==> src/design/pipeCtrl_macros.svh <==
// Register file geometry for the pipeline control subsystem
// Sixteen registers, so a register number is four bits wide
// Register 0 reads as zero and is never a real hazard source

`ifndef PIPECTRL_MACROS_SVH
`define PIPECTRL_MACROS_SVH

////////////////////////////////////////////////////////////////////////////
// Register number geometry
////////////////////////////////////////////////////////////////////////////
`define REG_W     4    // Bits in a register number
`define NUM_REGS  16   // Architectural register count

// Hard-wired zero register
`define REG_ZERO  0

`endif

==> src/design/pipeCtrlPkg.sv <==
// Types shared by the pipeline control blocks
// Register numbers are plain vectors of REG_W bits
// The forwarding select uses a two-bit code with one spare value

`include "pipeCtrl_macros.svh"

package pipeCtrlPkg;

  ////////////////////////////////////////////////////////////////////////////
  // Register number
  ////////////////////////////////////////////////////////////////////////////
  typedef logic [`REG_W-1:0] regId_t;   // Architectural register index

  ////////////////////////////////////////////////////////////////////////////
  // Execute operand source
  ////////////////////////////////////////////////////////////////////////////
  typedef enum logic [1:0] {
    FWD_NONE = 2'b00,   // Register file read value
    FWD_MEM  = 2'b01,   // EX/MEM result
    FWD_WB   = 2'b10    // MEM/WB result
  } fwdSel_t;

  // Code 2'b11 is never produced

endpackage

==> src/design/hazardDetect.sv <==
// Decode-stage hazard rules, purely combinational
// Relies on IF/ID holding its fields while ifIdStall is high
// Stores spare the load-to-use stall on Rt thanks to MEM-MEM forwarding

`include "pipeCtrl_macros.svh"

module hazardDetect (
  input  pipeCtrlPkg::regId_t srcReg1,       // Rs in decode
  input  pipeCtrlPkg::regId_t srcReg2,       // Rt in decode
  input  logic                memWrite,      // Decode instruction is a store
  input  logic                branch,        // Any branch in decode
  input  logic                br,            // Register branch flavor
  input  logic                hlt,           // Halt in decode
  input  logic                updatePc,      // Redirect from branch resolution
  input  pipeCtrlPkg::regId_t idExDst,       // Rd in ID/EX
  input  logic                idExRegWrite,
  input  logic                idExMemEnable,
  input  logic                idExMemWrite,
  input  logic                idExZEn,       // ID/EX writes Z flag
  input  logic                idExNvEn,      // ID/EX writes N and V flags
  input  pipeCtrlPkg::regId_t exMemDst,      // Rd in EX/MEM
  input  logic                exMemRegWrite,
  output logic                pcStall,
  output logic                ifIdStall,
  output logic                idFlush,
  output logic                ifFlush
);

  import pipeCtrlPkg::*;

  localparam regId_t ZeroReg = regId_t'(`REG_ZERO);

  logic idExMemRead;    // Load sitting in execute
  logic flagPending;    // Flags still being produced in execute
  logic loadUse;
  logic bHazard;
  logic exToIdBr;       // ID/EX writes the BR target register
  logic memToIdBr;      // EX/MEM writes the BR target register
  logic brHazard;

  ////////////////////////////////////////////////////////////////////////////
  // Load-to-use
  ////////////////////////////////////////////////////////////////////////////
  assign idExMemRead = idExMemEnable & ~idExMemWrite;

  // Rt match is ignored for stores, the data arrives by MEM-MEM forwarding
  assign loadUse = idExMemRead & (idExDst != ZeroReg) &
                   ((idExDst == srcReg1) | ((idExDst == srcReg2) & ~memWrite));

  ////////////////////////////////////////////////////////////////////////////
  // Branches
  ////////////////////////////////////////////////////////////////////////////
  assign flagPending = idExZEn | idExNvEn;

  assign bHazard = branch & flagPending;   // Condition codes not ready yet

  // BR reads Rs in decode, so both later writers must drain first
  assign exToIdBr  = idExRegWrite & (idExDst != ZeroReg) & (idExDst == srcReg1);
  assign memToIdBr = exMemRegWrite & (exMemDst != ZeroReg) & (exMemDst == srcReg1);

  assign brHazard = branch & br & (flagPending | exToIdBr | memToIdBr);

  ////////////////////////////////////////////////////////////////////////////
  // Stall and flush outputs
  ////////////////////////////////////////////////////////////////////////////
  assign ifIdStall = hlt | loadUse | bHazard | brHazard;
  assign pcStall   = ifIdStall;                   // PC freezes with IF/ID

  // Halt holds without a bubble, hazards send a NOP down
  assign idFlush = loadUse | bHazard | brHazard;

  // Redirect kills the fetched word unless decode is held
  assign ifFlush = updatePc & ~ifIdStall;

endmodule

==> src/design/forwardSelect.sv <==
// Execute operand forwarding and MEM-MEM store data forwarding
// EX/MEM wins over MEM/WB when both hold the same destination
// Writes to register 0 are never forwarded

`include "pipeCtrl_macros.svh"

module forwardSelect (
  input  pipeCtrlPkg::regId_t  idExSrc1,       // Rs in execute
  input  pipeCtrlPkg::regId_t  idExSrc2,       // Rt in execute
  input  pipeCtrlPkg::regId_t  exMemDst,
  input  logic                 exMemRegWrite,
  input  logic                 exMemMemWrite,  // Store in memory stage
  input  pipeCtrlPkg::regId_t  exMemSrc2,      // Store data register
  input  pipeCtrlPkg::regId_t  memWbDst,
  input  logic                 memWbRegWrite,
  output pipeCtrlPkg::fwdSel_t fwdA,
  output pipeCtrlPkg::fwdSel_t fwdB,
  output logic                 memFwd
);

  import pipeCtrlPkg::*;

  localparam regId_t ZeroReg = regId_t'(`REG_ZERO);

  logic exMemLive;   // EX/MEM result is a usable register value
  logic memWbLive;   // MEM/WB result is a usable register value

  assign exMemLive = exMemRegWrite & (exMemDst != ZeroReg);
  assign memWbLive = memWbRegWrite & (memWbDst != ZeroReg);

  // One rule for both operands with the youngest producer first
  function automatic fwdSel_t pickSrc(input regId_t src);
    fwdSel_t sel;
    sel = FWD_NONE;
    if (exMemLive && (exMemDst == src)) begin
      sel = FWD_MEM;
    end else if (memWbLive && (memWbDst == src)) begin
      sel = FWD_WB;
    end
    return sel;
  endfunction

  ////////////////////////////////////////////////////////////////////////////
  // Operand selects
  ////////////////////////////////////////////////////////////////////////////
  always_comb begin
    fwdA = pickSrc(idExSrc1);
    fwdB = pickSrc(idExSrc2);
  end

  // Load result in writeback feeds the store data in memory stage
  assign memFwd = exMemMemWrite & memWbLive & (memWbDst == exMemSrc2);

endmodule

==> src/design/stageTracker.sv <==
// Control-only copy of the ID/EX, EX/MEM and MEM/WB registers
// Never stalls because only PC and IF/ID freeze on a stall
// A flush or reset loads a bubble with every enable and register at zero

module stageTracker (
  input  logic                clk,
  input  logic                arstN,
  input  logic                idFlush,       // Bubble into ID/EX
  input  pipeCtrlPkg::regId_t srcReg1,       // Decode fields
  input  pipeCtrlPkg::regId_t srcReg2,
  input  pipeCtrlPkg::regId_t dstReg,
  input  logic                regWrite,
  input  logic                memEnable,
  input  logic                memWrite,
  input  logic                zEn,
  input  logic                nvEn,
  output pipeCtrlPkg::regId_t idExSrc1,
  output pipeCtrlPkg::regId_t idExSrc2,
  output pipeCtrlPkg::regId_t idExDst,
  output logic                idExRegWrite,
  output logic                idExMemEnable,
  output logic                idExMemWrite,
  output logic                idExZEn,
  output logic                idExNvEn,
  output pipeCtrlPkg::regId_t exMemDst,
  output logic                exMemRegWrite,
  output logic                exMemMemWrite,
  output pipeCtrlPkg::regId_t exMemSrc2,
  output pipeCtrlPkg::regId_t memWbDst,
  output logic                memWbRegWrite
);

  import pipeCtrlPkg::*;

  ////////////////////////////////////////////////////////////////////////////
  // ID/EX
  ////////////////////////////////////////////////////////////////////////////
  always_ff @(posedge clk or negedge arstN) begin
    if (!arstN) begin
      idExSrc1      <= regId_t'('0);
      idExSrc2      <= regId_t'('0);
      idExDst       <= regId_t'('0);
      {idExRegWrite, idExMemEnable, idExMemWrite} <= 3'b000;
      {idExZEn, idExNvEn} <= 2'b00;
    end else if (idFlush) begin   // Sync bubble on a hazard
      idExSrc1      <= regId_t'('0);
      idExSrc2      <= regId_t'('0);
      idExDst       <= regId_t'('0);
      {idExRegWrite, idExMemEnable, idExMemWrite} <= 3'b000;
      {idExZEn, idExNvEn} <= 2'b00;
    end else begin
      idExSrc1      <= srcReg1;
      idExSrc2      <= srcReg2;
      idExDst       <= dstReg;
      idExRegWrite  <= regWrite;
      idExMemEnable <= memEnable;
      idExMemWrite  <= memWrite;
      idExZEn       <= zEn;
      idExNvEn      <= nvEn;
    end
  end

  ////////////////////////////////////////////////////////////////////////////
  // EX/MEM and MEM/WB shift every cycle
  ////////////////////////////////////////////////////////////////////////////
  always_ff @(posedge clk or negedge arstN) begin
    if (!arstN) begin
      exMemDst      <= regId_t'('0);
      exMemRegWrite <= 1'b0;
      exMemMemWrite <= 1'b0;
      exMemSrc2     <= regId_t'('0);
      memWbDst      <= regId_t'('0);
      memWbRegWrite <= 1'b0;
    end else begin
      exMemDst      <= idExDst;
      exMemRegWrite <= idExRegWrite;
      exMemMemWrite <= idExMemEnable & idExMemWrite;   // Real store only
      exMemSrc2     <= idExSrc2;                       // Store data reg
      memWbDst      <= exMemDst;
      memWbRegWrite <= exMemRegWrite;
    end
  end

endmodule

==> src/design/pipeCtrlTop.sv <==
// Pipeline control top, wiring only
// Stalls and flushes are combinational from the decode inputs
// idFlush loops back into the tracker to bubble ID/EX on the next edge

module pipeCtrlTop (
  input  logic                 clk,
  input  logic                 arstN,
  input  pipeCtrlPkg::regId_t  srcReg1,
  input  pipeCtrlPkg::regId_t  srcReg2,
  input  pipeCtrlPkg::regId_t  dstReg,
  input  logic                 regWrite,
  input  logic                 memEnable,
  input  logic                 memWrite,
  input  logic                 zEn,
  input  logic                 nvEn,
  input  logic                 branch,
  input  logic                 br,
  input  logic                 hlt,
  input  logic                 updatePc,
  output logic                 pcStall,
  output logic                 ifIdStall,
  output logic                 idFlush,
  output logic                 ifFlush,
  output pipeCtrlPkg::fwdSel_t fwdA,
  output pipeCtrlPkg::fwdSel_t fwdB,
  output logic                 memFwd
);

  import pipeCtrlPkg::*;

  regId_t idExSrc1, idExSrc2, idExDst;     // Execute stage
  logic   idExRegWrite, idExMemEnable, idExMemWrite, idExZEn, idExNvEn;
  regId_t exMemDst, exMemSrc2;             // Memory stage
  logic   exMemRegWrite, exMemMemWrite;
  regId_t memWbDst;                        // Writeback stage
  logic   memWbRegWrite;

  stageTracker stageTracker_inst (
    .clk, .arstN, .idFlush,
    .srcReg1, .srcReg2, .dstReg, .regWrite, .memEnable, .memWrite, .zEn, .nvEn,
    .idExSrc1, .idExSrc2, .idExDst, .idExRegWrite, .idExMemEnable, .idExMemWrite,
    .idExZEn, .idExNvEn, .exMemDst, .exMemRegWrite, .exMemMemWrite, .exMemSrc2,
    .memWbDst, .memWbRegWrite
  );

  hazardDetect hazardDetect_inst (
    .srcReg1, .srcReg2, .memWrite, .branch, .br, .hlt, .updatePc,
    .idExDst, .idExRegWrite, .idExMemEnable, .idExMemWrite, .idExZEn, .idExNvEn,
    .exMemDst, .exMemRegWrite,
    .pcStall, .ifIdStall, .idFlush, .ifFlush
  );

  forwardSelect forwardSelect_inst (
    .idExSrc1, .idExSrc2, .exMemDst, .exMemRegWrite, .exMemMemWrite, .exMemSrc2,
    .memWbDst, .memWbRegWrite, .fwdA, .fwdB, .memFwd
  );

endmodule

==> config.mk <==
export PLATFORM = sky130hd
export DESIGN_NAME = pipeCtrlTop
export DESIGN_NICKNAME = d
export VERILOG_FILES = /design/src/design/pipeCtrlPkg.sv /design/src/design/hazardDetect.sv /design/src/design/forwardSelect.sv /design/src/design/stageTracker.sv /design/src/design/pipeCtrlTop.sv
export VERILOG_INCLUDE_DIRS = /design/src /design/src/design
export SDC_FILE = /design/constraint.sdc
export NUM_CORES = 1
export LEC_CHECK = 0
export BUFFER_PORTS_ARGS = -buffer_cell sky130_fd_sc_hd__buf_4
export CORE_MARGIN = 2
export CORE_UTILIZATION = 56
export CTS_BUF_LIST = sky130_fd_sc_hd__clkbuf_4
export CTS_CLUSTER_DIAMETER = 120
export DETAILED_ROUTE_END_ITERATION = 10
export PLACE_DENSITY = 0.89
export SETUP_SLACK_MARGIN = 0.4
export SLEW_MARGIN = 40
export SYNTH_ARGS = -nofsm -noshare
export SYNTH_HDL_FRONTEND = slang
export SYNTH_SLANG_ARGS = --single-unit
==> constraint.sdc <==
create_clock -name clk -period 2.9 [get_ports clk]
set_clock_uncertainty 0.2 [all_clocks]
set_input_delay 0.145 -clock clk [delete_from_list [all_inputs] [get_ports clk]]
set_output_delay 0.145 -clock clk [all_outputs]
set_load 0.02 [all_outputs]
* Yosys cells after proc, flatten, opt, wreduce, memory -nomap -nowiden
Index checks and enable logic that the tools add are counted.
Cells by class: equal/unequal tests 8, muxes and demuxes 12, bitwise gates (word level) 28, reduce and logical (&&, ||, !) cells 7
Operators by type and width (number):
- $eq A4 B4 Y1 | 8
- $and A1 B1 Y1 | 16
- $mux W4 | 3
- $reduce_bool A4 Y1 | 3
- $or A1 B1 Y1 | 9
- $mux W2 | 4
- $mux W1 | 5
- $logic_and A1 B1 Y1 | 4
- $not A1 Y1 | 3
Storage, ports and cells: register bits after elaboration 32, input port bits 23, word-level logic and storage cells 69

* Logic depth before layout (Yosys ltp)
depth after elaboration 9, depth in mapped cells 6

* Modules after synthesis
From an unflattened synthesis, not the netlist that was laid out.
Unflattened totals: cell total of the unflattened synthesis 119, area, all modules 1450.1 sq um
Modules (own cells, without submodules):
- stageTracker | times used 1, cells each 51, area an instance 942.2 sq um, seq. area each 800.8 sq um
- forwardSelect | times used 1, cells each 34, area an instance 274.0 sq um, seq. area each 0.0 sq um
- hazardDetect | times used 1, cells each 34, area an instance 234.0 sq um, seq. area each 0.0 sq um

* Worst setup path after synthesis
Ideal clock, no wire load.
path type flip-flop to output port, start point reg stageTracker_inst.idExDst[0], end point out pcStall, data arrival time 2.014 ns, path slack 0.541 ns, cell stages (with the launch flop) 7, cell sequence dfrtp_1 > or4_4 > nand4_1 > o21ai_1 > buf_6 > or4_1 > buf_4
Between the ends: cells in the longest elaborated chain, start to end 7, elaborated cells on any way between the ends 15
Ends and longest elaborated chain:
- start, declared | RTL line stageTracker.sv:19 | output pipeCtrlPkg::regId_t idExDst,
- start signal, assigned | RTL line stageTracker.sv:42 | idExDst <= regId_t'('0);
- start signal, assigned | RTL line stageTracker.sv:48 | idExDst <= regId_t'('0);
- start signal, assigned | RTL line stageTracker.sv:54 | idExDst <= dstReg;
- $eq A4 B4 Y1 / $reduce_bool A4 Y1 (equally long branches) | RTL line hazardDetect.sv:48, hazardDetect.sv:47, hazardDetect.sv:58
- $and A1 B1 Y1 (on tied branches) | RTL line hazardDetect.sv:48, hazardDetect.sv:58
- $or A1 B1 Y1 / $and A1 B1 Y1 (equally long branches) | RTL line hazardDetect.sv:48, hazardDetect.sv:58
- $and A1 B1 Y1 / $or A1 B1 Y1 (equally long branches) | RTL line hazardDetect.sv:47, hazardDetect.sv:61
- $or A1 B1 Y1 (on tied branches) | RTL line hazardDetect.sv:66, hazardDetect.sv:61
- $or A1 B1 Y1 / $and A1 B1 Y1 (equally long branches) | RTL line hazardDetect.sv:66, hazardDetect.sv:61
- $or A1 B1 Y1 (*) | RTL line hazardDetect.sv:66 | assign ifIdStall = hlt | loadUse | bHazard | brHazard;
- end, declared | RTL line pipeCtrlTop.sv:20 | output logic pcStall,
Every way passes the cells marked *; elsewhere a longest branch is shown, timed or not.

* Worst setup path after layout
Ends and elaborated chain as after synthesis.

==> reports/metrics.csv <==
metric;value;unit
Remaining DRCs;0;
Layout Nets;207;
CTS tree;built;
Initial DRC Count;26;
CP required;2.56;ns
H-tree levels;2;
yosys synthesis warning count;0;
Synth cell types;30;
Area contributors post-synth;dfrtp_1, xnor2_1, nor4b_2, nor4b_1, nand4_1;
synth-to-layout area growth;40.2;%
gr usage total;24.8;%
hold slack;0.0797;ns
dpl ws;0.501;ns
M2 GR Usage;46.1;%
max-cap violations;0;
Tightest Hold Check Type;input port to async pin;
site row count;19;
Synth Cell Area;1580;sq um
clock sinks;32;
worst setup path category;flop to output pin;
dpl cell area;1820;sq um
reg2reg start;stageTracker_inst.idExDst[0];
Max VDD drop;447;uV
status;complete, no violations;
Top FF cell, synth;dfrtp_1;
crit path buf inv count;1;
Max Freq;0.390;GHz
Worst-Margin Slew;0.494;ns
post-synth top area share;50.7;%
Top delay family on crit path;simple AND/OR/NAND/NOR gates;
Total Routed Length;3.80;mm
startpoint types;flop;
Worst EP arrival;2.22;ns
final hold violations;0;
FFs w/ async S/R, synth;100;%
Pins Over Slew Limit;0;
Rel. slew slack;66.6;%
first-pass GRT wire length;6.07;mm
period utilization;88.5;%
largest net degree at the start of global routing;33;
Post-DP HPWL;2.27;mm
share of cells above drive strength 1;38.6;%
port buffer count;31;
die area;3260;sq um
Clk Latency, worst-skew pair;0.32;ns
dpl cells;177;
register area share after synthesis;50.7;%
Crit Path Max Fanout;9;
final cell area excluding filler cells;2210;sq um
Post-synth EDFFs;0;
M1 GR Usage;28.4;%
cell taking the most area after synthesis;dfrtp_1;
CP cell instances;or4_4 -> nand4_1 -> o21ai_4 -> or4_4 -> buf_6;
P_leak;0.956;nW
Layout Cells excl Fill;215;
Mapped Nets;141;
Mean Syn Cell Area;13.4;sq um
grt peak-use layer;met2;
total CTS buffers;5;
first-pass iteration count of the detailed router;4;
M3 GR Usage;5.44;%
die width;57.1;microns
total grt overflow;0;
worst setup margin;0.334;ns
fin crit period;2.57;ns
Setup TNS;0;ns
vias in the first global route;1277;
# diodes;0;
RePlAce Congestion;0.797;
PD cells;463;nW/um^2
routed vias/inst;5.60;
total core area;2710;sq um
initial antenna violation count;0;
CP endpoint kind;output pin;
unrepaired setup endpoints after global routing;true;
fill count;134;
setup violators final;0;
Die Y;57.1;microns
Register Area;801;sq um
Max clock buf depth;2;
max incr delay on CP;0.58;ns
antenna-violating nets left;0;
Clock transition at path regs;0.09;ns
slowest CP cell;or4_4;
Critical Path Start;stageTracker_inst.idExDst[0];
Multi-input gate area;769;sq um
Top-Level Pins;32;
#FFs+latches synth;32;
Initial Util;58.3;%
most used cell, CP;or4_4;
Cells after Synth;118;
clock root buffer;clkbuf_4;
Routed wire per std cell;17.7;microns
vias post-DR;1204;
## state kept, by name, indices dropped and copies added, names as in the netlist, 4 cells and up
register	count
stageTracker_inst.exMemSrc2	4
stageTracker_inst.idExDst	4
stageTracker_inst.exMemDst	4
stageTracker_inst.memWbDst	4
stageTracker_inst.idExSrc2	4
stageTracker_inst.idExSrc1	4
## layout make-up
type                       instances  share of cell area, %
multi-input combinational         79                   34.8
clock buffer                       5                   1.70
sequential                        32                   36.2
tap                               31                   1.75
clock inverter                     2                  0.339
timing repair buffer              66                   25.3
## logic make-up after synthesis
group                     count (synthesis)  share of synthesized area, %
and+or+nand+nor                          42                          24.4
buffers and inverters                     7                          4.12
AOI/OAI and AO/OA                         5                          3.01
xor gates and xnor gates                 32                          17.7
DFF                                      32                          50.7
## worst paths after layout
| kind | endpoint | slack (ns) | cells past startpoint |
|---|---|---|---|
| worst max-delay path | pcStall | 0.33 | 5 |
| worst min-delay path | stageTracker_inst.exMemSrc2[3] | 0.08 | 2 |
| worst max register to register | stageTracker_inst.idExSrc2[3] | 0.71 | 5 |
| worst min register to register | stageTracker_inst.exMemRegWrite | 0.24 | 0 |
| max in group asynchronous | stageTracker_inst.exMemSrc2[0] | 2.13 | 2 |
| min in group clk | stageTracker_inst.idExRegWrite | 0.12 | 4 |
## worst reg2reg max path: cells and delay by family (launching register included)
| family | cells | cell delay [ns] |
|---|---|---|
| buffers and inverters | 1 | 0.19 |
| and+or+nand+nor | 3 | 1.15 |
| AOI/OAI and AO/OA | 1 | 0.13 |
| DFF | 1 | 0.39 |
## synthesized netlist by cell type, types with 2 or more instances
master / instances
xor2_1: 3
buf_2: 3
dfrtp_1: 32
nand4_1: 6
nand3_1: 3
nor4b_1: 8
buf_6: 2
nor2_1: 2
nor4b_2: 8
nor3_1: 3
xnor2_1: 29
## cell usage in the layout (no fill, tap or decap)
cell / instances
nor2b_1: 1
xnor2_1: 29
nand3_1: 3
nor3_4: 1
nor4b_1: 8
or4_4: 2
nor4_1: 1
clkinv_1: 2
nand2b_1: 1
nor4_4: 1
nand4b_4: 1
o41ai_1: 1
buf_6: 5
nor3_1: 2
dfrtp_1: 32
o22ai_4: 1
nor4b_4: 1
buf_4: 43
nor4b_2: 8
xor2_1: 3
nand2_2: 1
and2_1: 1
nor2_1: 2
nand4_1: 6
clkbuf_4: 5
o21ai_0: 1
o41ai_4: 1
o21ai_4: 1
or3_1: 1
dlygate4sd3_1: 18
and3_1: 1
## power breakdown
group	internal, mW	switching (mW)	total (mW)
Sequential	0.488	0.0460	0.534
Clock	0.0844	0.137	0.222
Combinational	0.153	0.117	0.270
## per-layer routing
metal / wire length, microns / up-vias
met5: 0 / -
met4: 69 / 0
met3: 188 / 12
met2: 2000 / 38
met1: 1540 / 596
li1: - / 558
## metrics by stage
stage	util, %	total power [mW]
2_1_floorplan	-	0.671
3_3_place_gp	67.3	0.736
3_5_place_dp	67.3	0.744
4_1_cts	78.9	1.01
5_1_grt	81.7	1.08
6_report	81.7	1.03
## what timing repair did
item | in CTS | in global routing
pin swaps | 4 | 5
endpoints found under the hold margin | 49 | 0
hold buffers | 18 | 0
buffers inserted | 6 | 7
gates resized for setup | 9 | 3
setup endpoints to repair | 4 | 4
cloned | 0 | 0
Note: power is estimated with default switching activity, not from simulation.
